File: config.mk
export PLATFORM = sky130hd
export DESIGN_NAME = fifo_to_elink
export DESIGN_NICKNAME = d
export VERILOG_FILES = /design/src/enc_8b10b_pkg.sv /design/src/elink_pkg.sv /design/src/efifo.sv /design/src/enc_8b10b.sv /design/src/elink_serializer.sv /design/src/fifo_to_elink.sv
export VERILOG_INCLUDE_DIRS = /design/src
export SDC_FILE = /design/constraint.sdc
export NUM_CORES = 1
export LEC_CHECK = 0
export ABC_AREA = 1
export ABC_CLOCK_PERIOD_IN_PS = 13600
export BUFFER_PORTS_ARGS = -buffer_cell sky130_fd_sc_hd__buf_4
export CAP_MARGIN = 20
export CORE_UTILIZATION = 50
export CTS_BUF_LIST = sky130_fd_sc_hd__clkbuf_4 sky130_fd_sc_hd__clkbuf_8
export DETAILED_ROUTE_END_ITERATION = 10
export GPL_TIMING_DRIVEN = 1
export PLACE_DENSITY = 0.73
export SYNTH_ARGS = -nofsm -noshare
export SYNTH_HDL_FRONTEND = slang
export SYNTH_SLANG_ARGS = --single-unit
File: constraint.sdc
create_clock -name clk_160 -period 13.6 [get_ports clk_160]
set_clock_uncertainty 0.1 [all_clocks]
set_input_delay 0.68 -clock clk_160 [delete_from_list [all_inputs] [get_ports clk_160]]
set_output_delay 0.68 -clock clk_160 [all_outputs]
set_load 0.03 [all_outputs]
File: src/elink_settings.svh
`ifndef ELINK_SETTINGS_SVH
`define ELINK_SETTINGS_SVH

// Number of words in the transmit FIFO, must be a power of two
`define ELINK_FIFO_DEPTH 32

// Fill count at which the programmable-full flag rises
`define ELINK_PFULL_LEVEL 24

`endif

File: src/enc_8b10b_pkg.sv
`default_nettype none

package enc_8b10b_pkg;

  // Running disparity of the encoded stream
  typedef enum logic
  {
    RD_NEG = 1'b0,
    RD_POS = 1'b1
  } disp_t;

  // Sub-blocks as the encoder builds them, bit a is the MSB
  typedef struct packed
  {
    logic [5:0] abcdei;
    logic [3:0] fghj;
  } code_sub_t;

  // One code group, seen as a raw word or as its two sub-blocks
  typedef union packed
  {
    logic [9:0] raw;
    code_sub_t  sub;
  } code_group_u;

  // Control characters, all of them K28.y
  localparam logic [7:0] K28_5 = 8'hBC;
  localparam logic [7:0] K28_1 = 8'h3C;
  localparam logic [7:0] K28_6 = 8'hDC;

  // Idle comma at negative disparity, the first group after reset
  localparam logic [9:0] K28_5_RDN = 10'b001111_1010;

endpackage

`default_nettype wire

File: src/elink_pkg.sv
`default_nettype none

package elink_pkg;

  // Delimiter carried in the upper bits of each FIFO word
  typedef enum logic [1:0]
  {
    DELIM_DATA  = 2'd0,
    DELIM_EOP   = 2'd1,
    DELIM_SOP   = 2'd2,
    // Explicit idle, sent as a comma
    DELIM_COMMA = 2'd3
  } delim_t;

  // Word as written by the user into the transmit FIFO
  typedef struct packed
  {
    delim_t     delim;
    logic [7:0] data;
  } fifo_word_t;

endpackage

`default_nettype wire

File: src/efifo.sv
`timescale 1ns/1ps
`default_nettype none

`include "elink_settings.svh"

module efifo (
  input  wire                   clk_160,
  input  wire                   reset,
  input  wire                   fifo_flush,
  input  wire                   wr,
  input  wire elink_pkg::fifo_word_t din,
  input  wire                   pop,
  output elink_pkg::fifo_word_t head_word,
  output logic                  head_valid,
  output logic                  pfull
);

  localparam int DEPTH = `ELINK_FIFO_DEPTH;
  localparam int AW    = $clog2(DEPTH);
  localparam int CW    = AW + 1;

  elink_pkg::fifo_word_t mem [DEPTH];

  logic [AW-1:0] wr_ptr;
  logic [AW-1:0] rd_ptr;
  logic [CW-1:0] count;
  logic          full;
  logic          do_wr;
  logic          do_pop;

  assign full   = (count == CW'(DEPTH));
  // Writes into a full FIFO are dropped
  assign do_wr  = wr && !full;
  assign do_pop = pop && head_valid;

  always_ff @(posedge clk_160)
  begin
    if (do_wr)
    begin
      mem[wr_ptr] <= din;
    end
  end

  always_ff @(posedge clk_160)
  begin
    if (reset || fifo_flush)
    begin
      wr_ptr <= '0;
      rd_ptr <= '0;
      count  <= '0;
    end
    else
    begin
      // Pointers wrap on their own since depth is a power of two
      if (do_wr)
      begin
        wr_ptr <= wr_ptr + 1'b1;
      end
      if (do_pop)
      begin
        rd_ptr <= rd_ptr + 1'b1;
      end
      case ({do_wr, do_pop})
        2'b10:
        begin
          count <= count + 1'b1;
        end
        2'b01:
        begin
          count <= count - 1'b1;
        end
        default:
        begin
          count <= count;
        end
      endcase
    end
  end

  // Fall-through head, no read latency
  assign head_word  = mem[rd_ptr];
  assign head_valid = (count != '0);
  assign pfull      = (count >= CW'(`ELINK_PFULL_LEVEL));

  // The encoder only takes a word that is actually there
  property pop_needs_head;
    @(posedge clk_160) disable iff (reset)
      pop |-> head_valid;
  endproperty

  assert property (pop_needs_head)
    else $error("efifo: pop while FIFO empty");

endmodule

`default_nettype wire

File: src/enc_8b10b.sv
`timescale 1ns/1ps
`default_nettype none

module enc_8b10b (
  input  wire                         clk_160,
  input  wire                         reset,
  input  wire elink_pkg::fifo_word_t  head_word,
  input  wire                         head_valid,
  input  wire                         group_take,
  output logic                        head_pop,
  output enc_8b10b_pkg::code_group_u  code_out
);

  enc_8b10b_pkg::disp_t       rd;
  enc_8b10b_pkg::disp_t       rd6;
  enc_8b10b_pkg::disp_t       rd_nxt;
  enc_8b10b_pkg::code_group_u nxt;

  logic [7:0] char_val;
  logic       char_k;
  logic [5:0] base6;
  logic [3:0] base4;
  logic       use_a7;

  function automatic logic [2:0] count_ones(input logic [5:0] v);
    logic [2:0] n;
    n = 3'd0;
    for (int i = 0; i < 6; i++)
    begin
      n = n + {2'b00, v[i]};
    end
    return n;
  endfunction

  // 5b/6b table, values for negative running disparity
  function automatic logic [5:0] code_6b_neg(input logic [4:0] x);
    logic [5:0] c;
    case (x)
      5'd0:  c = 6'b100111;
      5'd1:  c = 6'b011101;
      5'd2:  c = 6'b101101;
      5'd3:  c = 6'b110001;
      5'd4:  c = 6'b110101;
      5'd5:  c = 6'b101001;
      5'd6:  c = 6'b011001;
      5'd7:  c = 6'b111000;
      5'd8:  c = 6'b111001;
      5'd9:  c = 6'b100101;
      5'd10: c = 6'b010101;
      5'd11: c = 6'b110100;
      5'd12: c = 6'b001101;
      5'd13: c = 6'b101100;
      5'd14: c = 6'b011100;
      5'd15: c = 6'b010111;
      5'd16: c = 6'b011011;
      5'd17: c = 6'b100011;
      5'd18: c = 6'b010011;
      5'd19: c = 6'b110010;
      5'd20: c = 6'b001011;
      5'd21: c = 6'b101010;
      5'd22: c = 6'b011010;
      5'd23: c = 6'b111010;
      5'd24: c = 6'b110011;
      5'd25: c = 6'b100110;
      5'd26: c = 6'b010110;
      5'd27: c = 6'b110110;
      5'd28: c = 6'b001110;
      5'd29: c = 6'b101110;
      5'd30: c = 6'b011110;
      default: c = 6'b101011;
    endcase
    return c;
  endfunction

  // 3b/4b table for D characters at negative disparity
  function automatic logic [3:0] code_4b_neg(input logic [2:0] y, input logic alt7);
    logic [3:0] c;
    case (y)
      3'd0: c = 4'b1011;
      3'd1: c = 4'b1001;
      3'd2: c = 4'b0101;
      3'd3: c = 4'b1100;
      3'd4: c = 4'b1101;
      3'd5: c = 4'b1010;
      3'd6: c = 4'b0110;
      default: c = alt7 ? 4'b0111 : 4'b1110;
    endcase
    return c;
  endfunction

  // Pick the character to send, idle comma when nothing is queued
  always_comb
  begin
    char_val = enc_8b10b_pkg::K28_5;
    char_k   = 1'b1;
    if (head_valid)
    begin
      case (head_word.delim)
        elink_pkg::DELIM_DATA:
        begin
          char_val = head_word.data;
          char_k   = 1'b0;
        end
        elink_pkg::DELIM_SOP:
        begin
          char_val = enc_8b10b_pkg::K28_1;
        end
        elink_pkg::DELIM_EOP:
        begin
          char_val = enc_8b10b_pkg::K28_6;
        end
        default:
        begin
          char_val = enc_8b10b_pkg::K28_5;
        end
      endcase
    end
  end

  always_comb
  begin
    // Only K28 control characters are used on this link
    base6 = char_k ? 6'b001111 : code_6b_neg(char_val[4:0]);
    // Unbalanced blocks and D.07 flip at positive disparity
    if (rd == enc_8b10b_pkg::RD_POS && (count_ones(base6) != 3'd3 || base6 == 6'b111000))
    begin
      nxt.sub.abcdei = ~base6;
    end
    else
    begin
      nxt.sub.abcdei = base6;
    end
    rd6 = (count_ones(nxt.sub.abcdei) != 3'd3) ? enc_8b10b_pkg::disp_t'(~rd) : rd;

    // Alternate x.7 avoids a run of five equal bits
    use_a7 = (char_val[7:5] == 3'd7) &&
             (char_k ||
              (rd6 == enc_8b10b_pkg::RD_NEG && char_val[4:0] inside {5'd17, 5'd18, 5'd20}) ||
              (rd6 == enc_8b10b_pkg::RD_POS && char_val[4:0] inside {5'd11, 5'd13, 5'd14}));
    base4 = code_4b_neg(char_val[7:5], use_a7);
    // K.x.1, K.x.2, K.x.5, K.x.6 invert the balanced D pattern
    if (char_k && char_val[7:5] inside {3'd1, 3'd2, 3'd5, 3'd6})
    begin
      base4 = ~base4;
    end
    if (rd6 == enc_8b10b_pkg::RD_POS &&
        (char_k || count_ones({2'b00, base4}) != 3'd2 || base4 == 4'b1100))
    begin
      nxt.sub.fghj = ~base4;
    end
    else
    begin
      nxt.sub.fghj = base4;
    end
    rd_nxt = (count_ones({2'b00, nxt.sub.fghj}) != 3'd2) ? enc_8b10b_pkg::disp_t'(~rd6) : rd6;
  end

  always_ff @(posedge clk_160)
  begin
    if (reset)
    begin
      code_out.raw <= enc_8b10b_pkg::K28_5_RDN;
      // Disparity after the reset comma
      rd <= enc_8b10b_pkg::RD_POS;
    end
    else if (group_take)
    begin
      code_out <= nxt;
      rd       <= rd_nxt;
    end
  end

  assign head_pop = group_take && head_valid;

  // Every new group is balanced or off by two
  property group_balance;
    @(posedge clk_160) disable iff (reset)
      group_take |=> ($countones(code_out.raw) inside {[4:6]});
  endproperty

  assert property (group_balance)
    else $error("enc_8b10b: code group with bad disparity");

endmodule

`default_nettype wire

File: src/elink_serializer.sv
`timescale 1ns/1ps
`default_nettype none

module elink_serializer (
  input  wire                              clk_160,
  input  wire                              reset,
  input  wire enc_8b10b_pkg::code_group_u  code_in,
  input  wire                              bit_reverse,
  input  wire                              swap_output,
  output logic                             group_take,
  output logic [1:0]                       elink
);

  logic [2:0] phase;
  logic [9:0] load_bits;
  logic [9:0] shift_reg;

  // Reversed order sends bit j first
  always_comb
  begin
    for (int i = 0; i < 10; i++)
    begin
      load_bits[i] = bit_reverse ? code_in.raw[9-i] : code_in.raw[i];
    end
  end

  // Modulo-5 phase, one group per five cycles
  always_ff @(posedge clk_160)
  begin
    if (reset)
    begin
      phase <= 3'd0;
    end
    else if (phase == 3'd4)
    begin
      phase <= 3'd0;
    end
    else
    begin
      phase <= phase + 3'd1;
    end
  end

  assign group_take = (phase == 3'd0);

  always_ff @(posedge clk_160)
  begin
    if (reset)
    begin
      shift_reg <= '0;
    end
    else if (group_take)
    begin
      shift_reg <= load_bits;
    end
    else
    begin
      shift_reg <= {shift_reg[7:0], 2'b00};
    end
  end

  // Earlier bit on lane 1 unless swapped
  assign elink = swap_output ? {shift_reg[8], shift_reg[9]} : shift_reg[9:8];

  property take_period;
    @(posedge clk_160) disable iff (reset)
      group_take |=> !group_take [*4] ##1 group_take;
  endproperty

  assert property (take_period)
    else $error("elink_serializer: group_take out of cadence");

endmodule

`default_nettype wire

File: src/fifo_to_elink.sv
`timescale 1ns/1ps
`default_nettype none

module fifo_to_elink (
  input  wire                         clk_160,
  input  wire                         reset,
  input  wire                         fifo_flush,
  input  wire                         efifo_wr,
  input  wire elink_pkg::fifo_word_t  efifo_din,
  output logic                        efifo_pfull,
  input  wire                         bit_reverse,
  input  wire                         swap_output,
  output logic [1:0]                  elink
);

  elink_pkg::fifo_word_t      head_word;
  logic                       head_valid;
  logic                       head_pop;
  logic                       group_take;
  enc_8b10b_pkg::code_group_u code_group;

  efifo i_efifo (
    .clk_160    (clk_160),
    .reset      (reset),
    .fifo_flush (fifo_flush),
    .wr         (efifo_wr),
    .din        (efifo_din),
    .pop        (head_pop),
    .head_word  (head_word),
    .head_valid (head_valid),
    .pfull      (efifo_pfull)
  );

  // Encoder refills its group on every serializer load
  enc_8b10b i_enc_8b10b (
    .clk_160    (clk_160),
    .reset      (reset),
    .head_word  (head_word),
    .head_valid (head_valid),
    .group_take (group_take),
    .head_pop   (head_pop),
    .code_out   (code_group)
  );

  elink_serializer i_elink_serializer (
    .clk_160     (clk_160),
    .reset       (reset),
    .code_in     (code_group),
    .bit_reverse (bit_reverse),
    .swap_output (swap_output),
    .group_take  (group_take),
    .elink       (elink)
  );

endmodule

`default_nettype wire

== Word level (Yosys, flattened, before mapping) ==
Memories as Yosys holds them, arrays and structs flattened. A register that Yosys moved wholly into a read port is not among the register bits.
Cells that the tools add are included.

* Equal/unequal tests: 25
* Add/sub/neg operators: 21
* Reductions and logical operators: 26
* $lt $le $gt $ge: 1
* Bitwise logic cells: 6
* Multiplexer cells: 29

{| class="wikitable"
|+ Operator list
! cell !! number
|-
| $add 3x1->3 || 12
|-
| $pmux 4 s7 || 1
|-
| $pmux 8 s3 || 1
|-
| $mux 1 || 16
|-
| $eq 3x3->1 const B || 5
|-
| $eq 5x4->1 const B || 3
|-
| $eq 5x5->1 const B || 3
|-
| $eq 6x6->1 const B || 2
|-
| $mux 4 || 3
|-
| $mux 6 || 2
|-
| $ne 3x2->1 const B || 4
|-
| $pmux 6 s2 || 1
|-
| $add 5x1->5 const B || 2
|-
| $mux 10 || 1
|-
| $mux 5 || 2
|-
| $logic_and 1x1->1 || 9
|-
| $add 1x1->2 || 4
|-
| $mux 8 || 1
|-
| $not 4->4 || 2
|-
| $add 6x1->6 const B || 1
|-
| $eq 3x2->1 const B || 2
|-
| $ge 6x5->1 const B || 1
|-
| $logic_not 3->1 || 2
|-
| $logic_or 1x1->1 || 6
|-
| other kinds (16) || 22
|}

* ROM bits: 192
* Register bits after elaboration: 40
* Input bits: 16
* Bits in writable memories: 320
* Memories: 2

{| class="wikitable"
|+ Memories
! memory !! words !! bits a word !! rd ports !! clocked after memory_dff !! wr ports !! RTL line !! source
|-
| i_efifo.mem || 32 || 10 || 1 || 1 || 1 || efifo.sv:22 || <nowiki>elink_pkg::fifo_word_t mem [DEPTH];</nowiki>
|-
| (name not given) || 32 || 6 || 1 || 0 || 0 || enc_8b10b.sv:38 || <nowiki>case (x)</nowiki>
|}

== Longest topological paths before layout ==
Gate-level depths: netlist of the first run.
An unclocked memory read counts as a cell.

* Depth after elaboration: 43
* Gate-level depth with buffers: 66
* Gate-level depth less buffers: 62

== By module ==
A second synthesis of the first run with hierarchy kept.

* Cells, all modules: 1676
* Area, all modules: 16751.1 µm²

{| class="wikitable"
|+ By module, submodules not included
! module !! sequential area each (µm²) !! times used !! cells an instance !! area each (µm²)
|-
| efifo || 10029.6 || 1 || 1251 || 14103.5
|-
| enc_8b10b || 220.2 || 1 || 309 || 1891.8
|-
| elink_serializer || 260.2 || 1 || 116 || 755.7
|}

== Worst setup path after synthesis of the first run ==
Ideal clock, no wire load.

* Kind: register to register
* Start point: reg with a tool-made name
* End point: reg i_enc_8b10b.rd
* Data required time: 13359 ps
* Clock period less this slack: 10247 ps
* Setup slack: 3353 ps
* Buffers on the path: 3
* Stages on the path, launching flop included: 62
* Data arrival time: 10006 ps
* Cells stage by stage: dfxtp_1 > buf_4 > buf_4 > buf_2 > nand3_1 > nand3_1 > nand2_1 > nand2_1 > nand2_1 > nand2_1 > nand2_1 > ha_1 > inv_1 > nand2_1 > nor2_1 > nand3_1 > inv_1 > ha_1 > [... 26 more ...] > nand2_1 > xnor2_2 > ha_1 > fa_1 > ha_1 > inv_1 > nor4_1 > nand2_2 > nand2_2 > nand2_1 > and2_1 > fa_1 > inv_1 > ha_1 > nand2_1 > nor2_1 > nor2_1 > o221ai_1

{| class="wikitable"
|+ RTL lines
! what !! RTL line !! source
|-
| to (signal assigned) || enc_8b10b.sv:164 || <nowiki>rd <= enc_8b10b_pkg::RD_POS;</nowiki>
|-
| to (signal assigned) || enc_8b10b.sv:169 || <nowiki>rd <= rd_nxt;</nowiki>
|-
| to (decl) || enc_8b10b.sv:14 || <nowiki>enc_8b10b_pkg::disp_t rd;</nowiki>
|}

==> results of run 1 <==
-- layout by cell type, fill, tap and decap left out, types with 3 or more instances in the layout --
master / count
nand2_1: 481
clkbuf_8: 58
buf_4: 26
nand2_2: 5
a21oi_1: 46
and2_1: 5
o21ai_1: 4
clkinv_2: 8
xnor2_1: 4
bufinv_16: 3
ha_1: 31
clkbuf_4: 16
edfxtp_1: 320
nor2_1: 72
nand4_1: 6
o21ai_0: 28
dfxtp_1: 43
clkinv_1: 20
inv_2: 6
nand3_1: 327
nor3_1: 3
inv_1: 70
fa_1: 9
-- area by class of cell --
| cell class | count | area (sq um) | area share, % |
|---|---|---|---|
| Timing Repair Buffer | 28 | 226.5 | 1.276 |
| Clock buffer | 74 | 918.4 | 5.174 |
| Multi-Input combinational cell | 1044 | 5007 | 28.21 |
| Clock inverter | 32 | 229.0 | 1.290 |
| Inverter | 80 | 307.8 | 1.734 |
| Tap cell | 435 | 544.3 | 3.067 |
| Sequential cell | 365 | 10520 | 59.25 |
-- power breakdown --
group	total (mW)	switching, mW	internal, mW
Sequential	1.27	0.0222	1.24
Combinational	0.788	0.523	0.265
Clock	0.920	0.421	0.499
-- cell families after synthesis --
logic type | after synthesis | synth area share, %
flops | 365 | 64.39
xor+xnor | 7 | 0.4216
compound gates | 86 | 2.752
buf+inv | 157 | 4.929
fa+ha+maj | 40 | 3.480
simple gates | 911 | 24.02
-- per-layer routing --
metal | GRT usage (%) | part of all wire, % | vias to the layer above
met5 | 0 | 0 | -
met4 | 7.866 | 2.3 | 0
met3 | 3.812 | 7.9 | 67
met2 | 37.18 | 48 | 459
met1 | 31.73 | 42 | 5512
li1 | - | - | 5412
-- metrics by stage --
stage | hold slack, ns | power (mW) | area (sq um) | cells
after global placement | 0.3306 | 2.032 | 16580 | 1950
final | 0.3063 | 2.975 | 17750 | 2058
after CTS | 0.2755 | 2.974 | 17730 | 2056
after global routing | 0.3003 | 3.153 | 17750 | 2058
after detailed placement | 0.3354 | 2.065 | 16580 | 1950
after floorplan | 0.3173 | 1.896 | 16320 | 1566
-- path summary, 6_finish.rpt --
check | start | end | slack [ns] | cells after the start
hold reg to reg | i_elink_serializer.phase[0] | i_elink_serializer.phase[0] | 0.34 | 1
setup reg to reg | flip-flop | i_enc_8b10b.rd | 1.43 | 57
hold / removal | reset | i_enc_8b10b.code_out[3] | 0.31 | 3
setup / recovery | flip-flop | i_enc_8b10b.rd | 1.43 | 57
-- tightest hold or removal path, cell delays in order --
cell and delay [ns]:
buf_4 0.16, a21oi_1 0.05, nand2_1 0.06
==> impl_metrics.yaml, run 1 <==
global_routing:
  overflow: 0
  grt_max_degree: 161
  grt_usage_pct: 23.04
  grt_pass1_vias: 11080
  antenna_found_initial: 0
  grt_pass1_wl_mm: 59.71
critical_path:
  worstPathBufferInverterCount: 10
  critPathKind: "flip-flop to flip-flop"
  cp.required_ns: 13.93
  critPathTopFamily: "adder cells"
  crit_arrival_ns: 12.50
  slowest_stage: "dfxtp_1"
  critPathCaptureType: "flip-flop"
  cp_common_cell: "nand2_1"
  cp-start-kind: "flip-flop"
  crit_fanout: 20
  max_stage_delay_ns: 0.84
yosys:
  synth_edf_count: 320
  syn-instance-count: 1566
  ys.flop_type: "edfxtp_1"
  yosysWarnings: 0
  yosysTopAreaCell: "edfxtp_1"
  post-synth-top-count-cell: "nand2_1"
  async_reset_ff_share_pct: 0
  postSynthAreaPerCell_sq_um: 10.42
  ys_seq_area_share_pct: 64.39
  syn_area_sq_um: 16320
  ys_top_cells_by_count: "nand2_1 (481), nand3_1 (327), edfxtp_1 (320), nor2_1 (72), inv_1 (70)"
  yosysTopAreaCellShare_pct: 58.87
  synth_nets: 1622
  synth_area_leaders: "edfxtp_1 (59%), nand2_1 (11%), nand3_1 (10%)"
  synth_seq_cells: 365
  ys_types: 43
clocking:
  clock-sinks: 365
  post_cts_buffers: 0
  htreeDepth: 2
  cts_hold_buffers: 0
  clock_latency_ns: 0.61
  cts_resized: 0
  cts_buffers: 57
  cts_tree: "yes"
  clkTransAtPathRegs_ns: 0.06
  cts_root_buf: "clkbuf_8"
  cts_buffer_depth: 3
timing:
  finalSetupViolCount: 0
  finalCritPeriodShare_pct: 89.46
  drv_slew: 0
  grt_setup_unrepaired: "false"
  max_slew_margin_pct: 24.50
  worstMarginPinSlew_ns: 1.128
  setup_slack_ns: 1.433
  finalHoldViolations: 0
  fin_crit_ns: 12.17
  fmax_mhz: 82.19
  setup_tns_ns: 0
pwr:
  p_leak_nw: 6.730
  ir_worst_vdd_mv: 0.1293
  p_per_area_nw_per_um2: 167.6
detailed_routing:
  drt_iter0_markers: 1248
  firstDrtPassIters: 5
  postRouteAntennaNets: 0
  via_per_inst: 5.564
  vias: 11450
  wl_per_cell_microns: 18.13
  wl_mm: 37.32
  drcViolationCount: 0
die:
  initial_core_util_pct: 51.33
  ioPinCount: 19
  coreArea_sq_um: 31800
  rows: 65
  dieArea_sq_um: 33370
  die_y_microns: 182.7
  die_w_microns: 182.7
finish:
  fill_cells: 2681
  finish.utilization_pct: 55.81
  largest_reg_flops: 320
  drive_gt1_share_pct: 8.503
  syn2layout_area_growth_pct: 8.739
  nNetsFinal: 1632
  num_antenna_cells: 0
placed_design:
  place.gp.congestion: 0.9739
  placement.setup.worst_slack_ns: 1.583
  dp_hpwl_mm: 22.07
  io_buffers: 18
worst_hold_path:
  hp-class: "input pin to flip-flop"
status:
  outcome: "finished clean"
run:
  drv_cap: 0
(Power assumes the default switching activity.)
==> run 2: changes to the inputs <==
GPL_TIMING_DRIVEN = 0   (was 1)
==> impl_metrics.yaml, run 2 (synthesized netlist as in run 1, its figures left out) <==
placed_design:
  dp_hpwl_mm: 28.56
  placed_cell_area_sq_um: 17260
  io_buffers: 18
  place.gp.congestion: 0.8794
  dp.cells: 2035
  placement.setup.worst_slack_ns: 1.415
global_routing:
  grt_usage_pct: 26.73
  grt_pass1_vias: 11450
  overflow: 0
  grt_pass1_wl_mm: 66.57
  grt_max_degree: 33
  antenna_found_initial: 0
timing:
  setup_slack_ns: 1.309
  max_slew_margin_pct: 31.21
  finalCritPeriodShare_pct: 90.38
  drv_slew: 0
  grt_setup_unrepaired: "false"
  finalHoldViolations: 0
  setup_tns_ns: 0
  fmax_mhz: 81.36
  finalSetupViolCount: 0
  worstMarginPinSlew_ns: 1.031
  fin_crit_ns: 12.29
critical_path:
  critPathKind: "flip-flop to flip-flop"
  cp_common_cell: "nand2_1"
  slowest_stage: "buf_1"
  reg2reg_depth: 55
  cp.required_ns: 13.94
  r2r_setup_slack_ns: 1.31
  crit_fanout: 10
  max_stage_delay_ns: 0.78
  worstReg2RegEnd: "i_enc_8b10b.rd"
  cp-start-kind: "flip-flop"
  critPathCaptureType: "flip-flop"
  crit_arrival_ns: 12.63
detailed_routing:
  firstDrtPassIters: 6
  wl_mm: 43.61
  drcViolationCount: 0
  drt_iter0_markers: 1395
  wl_met1_mm: 17.02
  maxUsedRoutingLayer: "met4"
  wl_per_cell_microns: 20.44
  vias: 12010
  via_per_inst: 5.628
  postRouteAntennaNets: 0
  wl_met2_mm: 20.44
  met3WireLength_mm: 4.531
pwr:
  ir_worst_vdd_mv: 0.1117
  p_per_area_nw_per_um2: 160.1
  p_leak_nw: 7.028
  design_power_total_mw: 2.929
status:
  outcome: "finished clean"
finish:
  layout_commonest_cell: "nand2_1"
  instances_no_fill: 2134
  syn2layout_area_growth_pct: 12.07
  final_area_sq_um: 18290
  num_antenna_cells: 0
  drive_gt1_share_pct: 13.01
  nNetsFinal: 1713
  layout_common_cells: "nand2_1 (481), nand3_1 (327), edfxtp_1 (320), inv_1 (70), clkbuf_8 (55)"
  largest_reg_flops: 320
clocking:
  clock_latency_ns: 0.62
  htreeDepth: 2
  clock-sinks: 365
  cts_buffers: 55
  cts_hold_buffers: 0
  cts_buffer_depth: 3
  cts_resized: 0
  cts_root_buf: "clkbuf_8"
  post_cts_buffers: 0
  clkTransAtPathRegs_ns: 0.06
  cts_tree: "yes"
run:
  drv_cap: 0
worst_hold_path:
  min_path_cells: 4
  min_from: "reset"
  whs_endpoint: "i_elink_serializer.phase[1]"
  hp-class: "input pin to flip-flop"
die:
  coreArea_sq_um: 31800
  dieArea_sq_um: 33370
  initial_core_util_pct: 51.33
  die_y_microns: 182.7
  rows: 65
  ioPinCount: 19
  die_w_microns: 182.7
-- run 2: changes by cell type in the layout (fill, tap and decap cells not counted), moves of 6 or more --
cell,previous run,this run
nor2_2,1,24
nor2_1,72,49
clkbuf_1,0,15
buf_4,26,40
buf_6,1,22
buf_8,0,6
clkbuf_4,16,22
buf_2,0,25
-- run 2: where the power goes --
part,leakage (nW),internal [mW],switching [mW]
clock network,0.552,0.438,0.418
registers,3.25,1.24,0.0148
logic,3.22,0.284,0.531
total,7.03,1.97,0.963
-- run 2: through the flow --
stage,utilization (%),hold slack (ns)
after floorplan,-,0.3173
after global placement,53.46,0.3286
after detailed placement,54.29,0.3379
after CTS,57.52,0.2889
after global routing,57.52,0.3208
final,57.52,0.3032
-- run 2: final cells by class --
type	count	area, sq um
fillers	2622	13510
clock buffers	77	922.1
flip-flops and latches	365	10510
multi-input cells	1044	5070
well taps	435	544.3
clock inverters	22	106.4
repair buffers	34	334.1
plain buffers	77	496.7
inverters	80	307.8
-- run 2: worst max path at each step --
stage | from | endpoint | slack (ns) | cells after the start
3_5_place_dp | flip-flop | i_enc_8b10b.rd | 1.42 | 55
5_1_grt | flip-flop | i_enc_8b10b.rd | 0.64 | 57
2_1_floorplan | flip-flop | i_enc_8b10b.rd | 3.35 | 61
6_report | flip-flop | i_enc_8b10b.rd | 1.31 | 55
4_1_cts | flip-flop | i_enc_8b10b.rd | 1.36 | 55
3_3_place_gp | flip-flop | i_enc_8b10b.rd | 1.57 | 55
-- run 2: per-layer routing --
layer,vias up,GRT usage [%]
li1,5571,-
met1,5635,36.39
met2,690,42.82
met3,115,4.410
met4,0,10.86
met5,-,0
-- run 2: worst max-delay path, delay by kind of cell, from the launching register on --
family,cells,cell delay [ns]
buf+inv,11,2.20
simple gates,27,3.58
flops,1,0.35
xor+xnor,2,0.46
compound gates,1,0.12
fa+ha+maj,14,5.32
==> run 3: changes to the inputs <==
CORE_MARGIN = 5   (was not set)
==> impl_metrics.yaml, run 3 (synthesized netlist as in run 1, its figures left out) <==
detailed_routing:
  firstDrtPassIters: 6
  drcViolationCount: 0
  drt_iter0_markers: 1486
  via_per_inst: 5.587
  vias: 12030
  postRouteAntennaNets: 0
  wl_mm: 43.38
  wl_per_cell_microns: 20.15
die:
  ioPinCount: 19
  initial_core_util_pct: 50.42
  die_y_microns: 190.7
  die_w_microns: 190.7
  dieArea_sq_um: 36360
  coreArea_sq_um: 32370
  rows: 66
finish:
  fill_cells: 2744
  nNetsFinal: 1723
  layout_commonest_cell: "nand2_1"
  largest_reg_flops: 320
  drive_gt1_share_pct: 13.27
  num_antenna_cells: 0
  syn2layout_area_growth_pct: 12.80
  seqCellArea_sq_um: 10510
  layout_common_cells: "nand2_1 (481), nand3_1 (327), edfxtp_1 (320), inv_1 (70), nor2_1 (56)"
  multiInputGateArea_sq_um: 5052
  finish.utilization_pct: 56.88
run:
  drv_cap: 0
critical_path:
  worstPathBufferInverterCount: 11
  cp.required_ns: 13.96
  slowest_stage: "buf_1"
  cp-start-kind: "flip-flop"
  cp_num_cells: 57
  r2r_setup_slack_ns: 1.29
  critPathKind: "flip-flop to flip-flop"
  crit_fanout: 10
  critPathTopFamily: "adder cells"
  reg2reg_depth: 57
  worstReg2RegEnd: "i_enc_8b10b.rd"
  cp_common_cell: "nand2_1"
  critPathCaptureType: "flip-flop"
  crit_path_end: "i_enc_8b10b.rd"
  max_stage_delay_ns: 0.81
  crit_arrival_ns: 12.67
clocking:
  post_cts_buffers: 0
  clock_latency_ns: 0.64
  cts_buffers: 55
  htreeDepth: 2
  cts_resized: 0
  clock-sinks: 365
  cts_root_buf: "clkbuf_8"
  cts_hold_buffers: 0
  cts_tree: "yes"
  cts_buffer_depth: 3
  clkTransAtPathRegs_ns: 0.06
pwr:
  p_leak_nw: 7.104
  ir_worst_vdd_mv: 0.1150
  design_power_total_mw: 2.937
  p_per_area_nw_per_um2: 159.5
timing:
  fmax_mhz: 81.21
  finalHoldViolations: 0
  fin_crit_ns: 12.31
  setup_tns_ns: 0
  finalSetupViolCount: 0
  worstMarginPinSlew_ns: 1.026
  grt_setup_unrepaired: "false"
  max_slew_margin_pct: 31.55
  drv_slew: 0
  finalCritPeriodShare_pct: 90.54
global_routing:
  overflow: 0
  grt_pass1_wl_mm: 66.74
  grt_max_degree: 33
  antenna_found_initial: 0
  grt_pass1_vias: 11630
  grt_usage_pct: 24.06
status:
  outcome: "finished clean"
placed_design:
  place.gp.congestion: 0.8561
  dp_hpwl_mm: 28.77
  io_buffers: 18
worst_hold_path:
  hp-class: "input pin to flip-flop"
[run 3: worst min path at each step]
stage / start / endpoint / slack (ns) / cells past startpoint
floorplan: i_elink_serializer.phase[0] / i_elink_serializer.phase[0] / 0.32 / 1
global placement: i_elink_serializer.phase[0] / i_elink_serializer.phase[0] / 0.33 / 1
detailed placement: i_elink_serializer.phase[0] / i_elink_serializer.phase[0] / 0.34 / 1
CTS: fifo_flush / i_efifo.rd_ptr[0] / 0.27 / 4
global route: fifo_flush / flip-flop / 0.31 / 4
finish: fifo_flush / flip-flop / 0.30 / 4
[run 3: per-stage QoR]
stage	setup WS [ns]	area, sq um	instances	hold slack, ns
floorplan	3.353	16320	1566	0.3173
global placement	1.723	17010	2026	0.3290
detailed placement	1.452	17370	2052	0.3384
CTS	1.410	18410	2153	0.2662
global route	0.5419	18410	2153	0.3098
finish	1.286	18410	2153	0.2999
[run 3: where the power goes]
group          switching, mW  internal, mW  total [mW]
Sequential            0.0154          1.24        1.26
Combinational          0.534         0.285       0.820
Clock                  0.424         0.435       0.859
Total                  0.973          1.96        2.94
[run 3: worst register-to-register path, delay by kind of cell, from the launching register on]
family | cells | cell delay, ns
AO/OA/AOI/OAI | 1 | 0.13
XOR/XNOR | 2 | 0.50
adder cells (fa/ha/maj) | 14 | 5.15
buffers and inverters | 11 | 2.19
flip-flops | 1 | 0.34
AND/OR/NAND/NOR | 29 | 3.74
[run 3: final cells by class]
cell class                 count  area share (%)
timing repair buffer          44           2.467
clock buffer                  75           4.927
buffer                        77           2.698
multi-input combinational   1044           27.44
tap                          442           3.004
inverter                      80           1.672
clock inverter                26          0.7068
sequential                   365           57.08
[run 3: routing by layer]
layer	GRT usage, %	vias to the layer above	part of all wire [%]
met4	9.751	0	4.2
met1	31.60	5696	38
li1	-	5590	-
met2	39.64	626	47
met3	4.669	116	11
met5	0	-	0
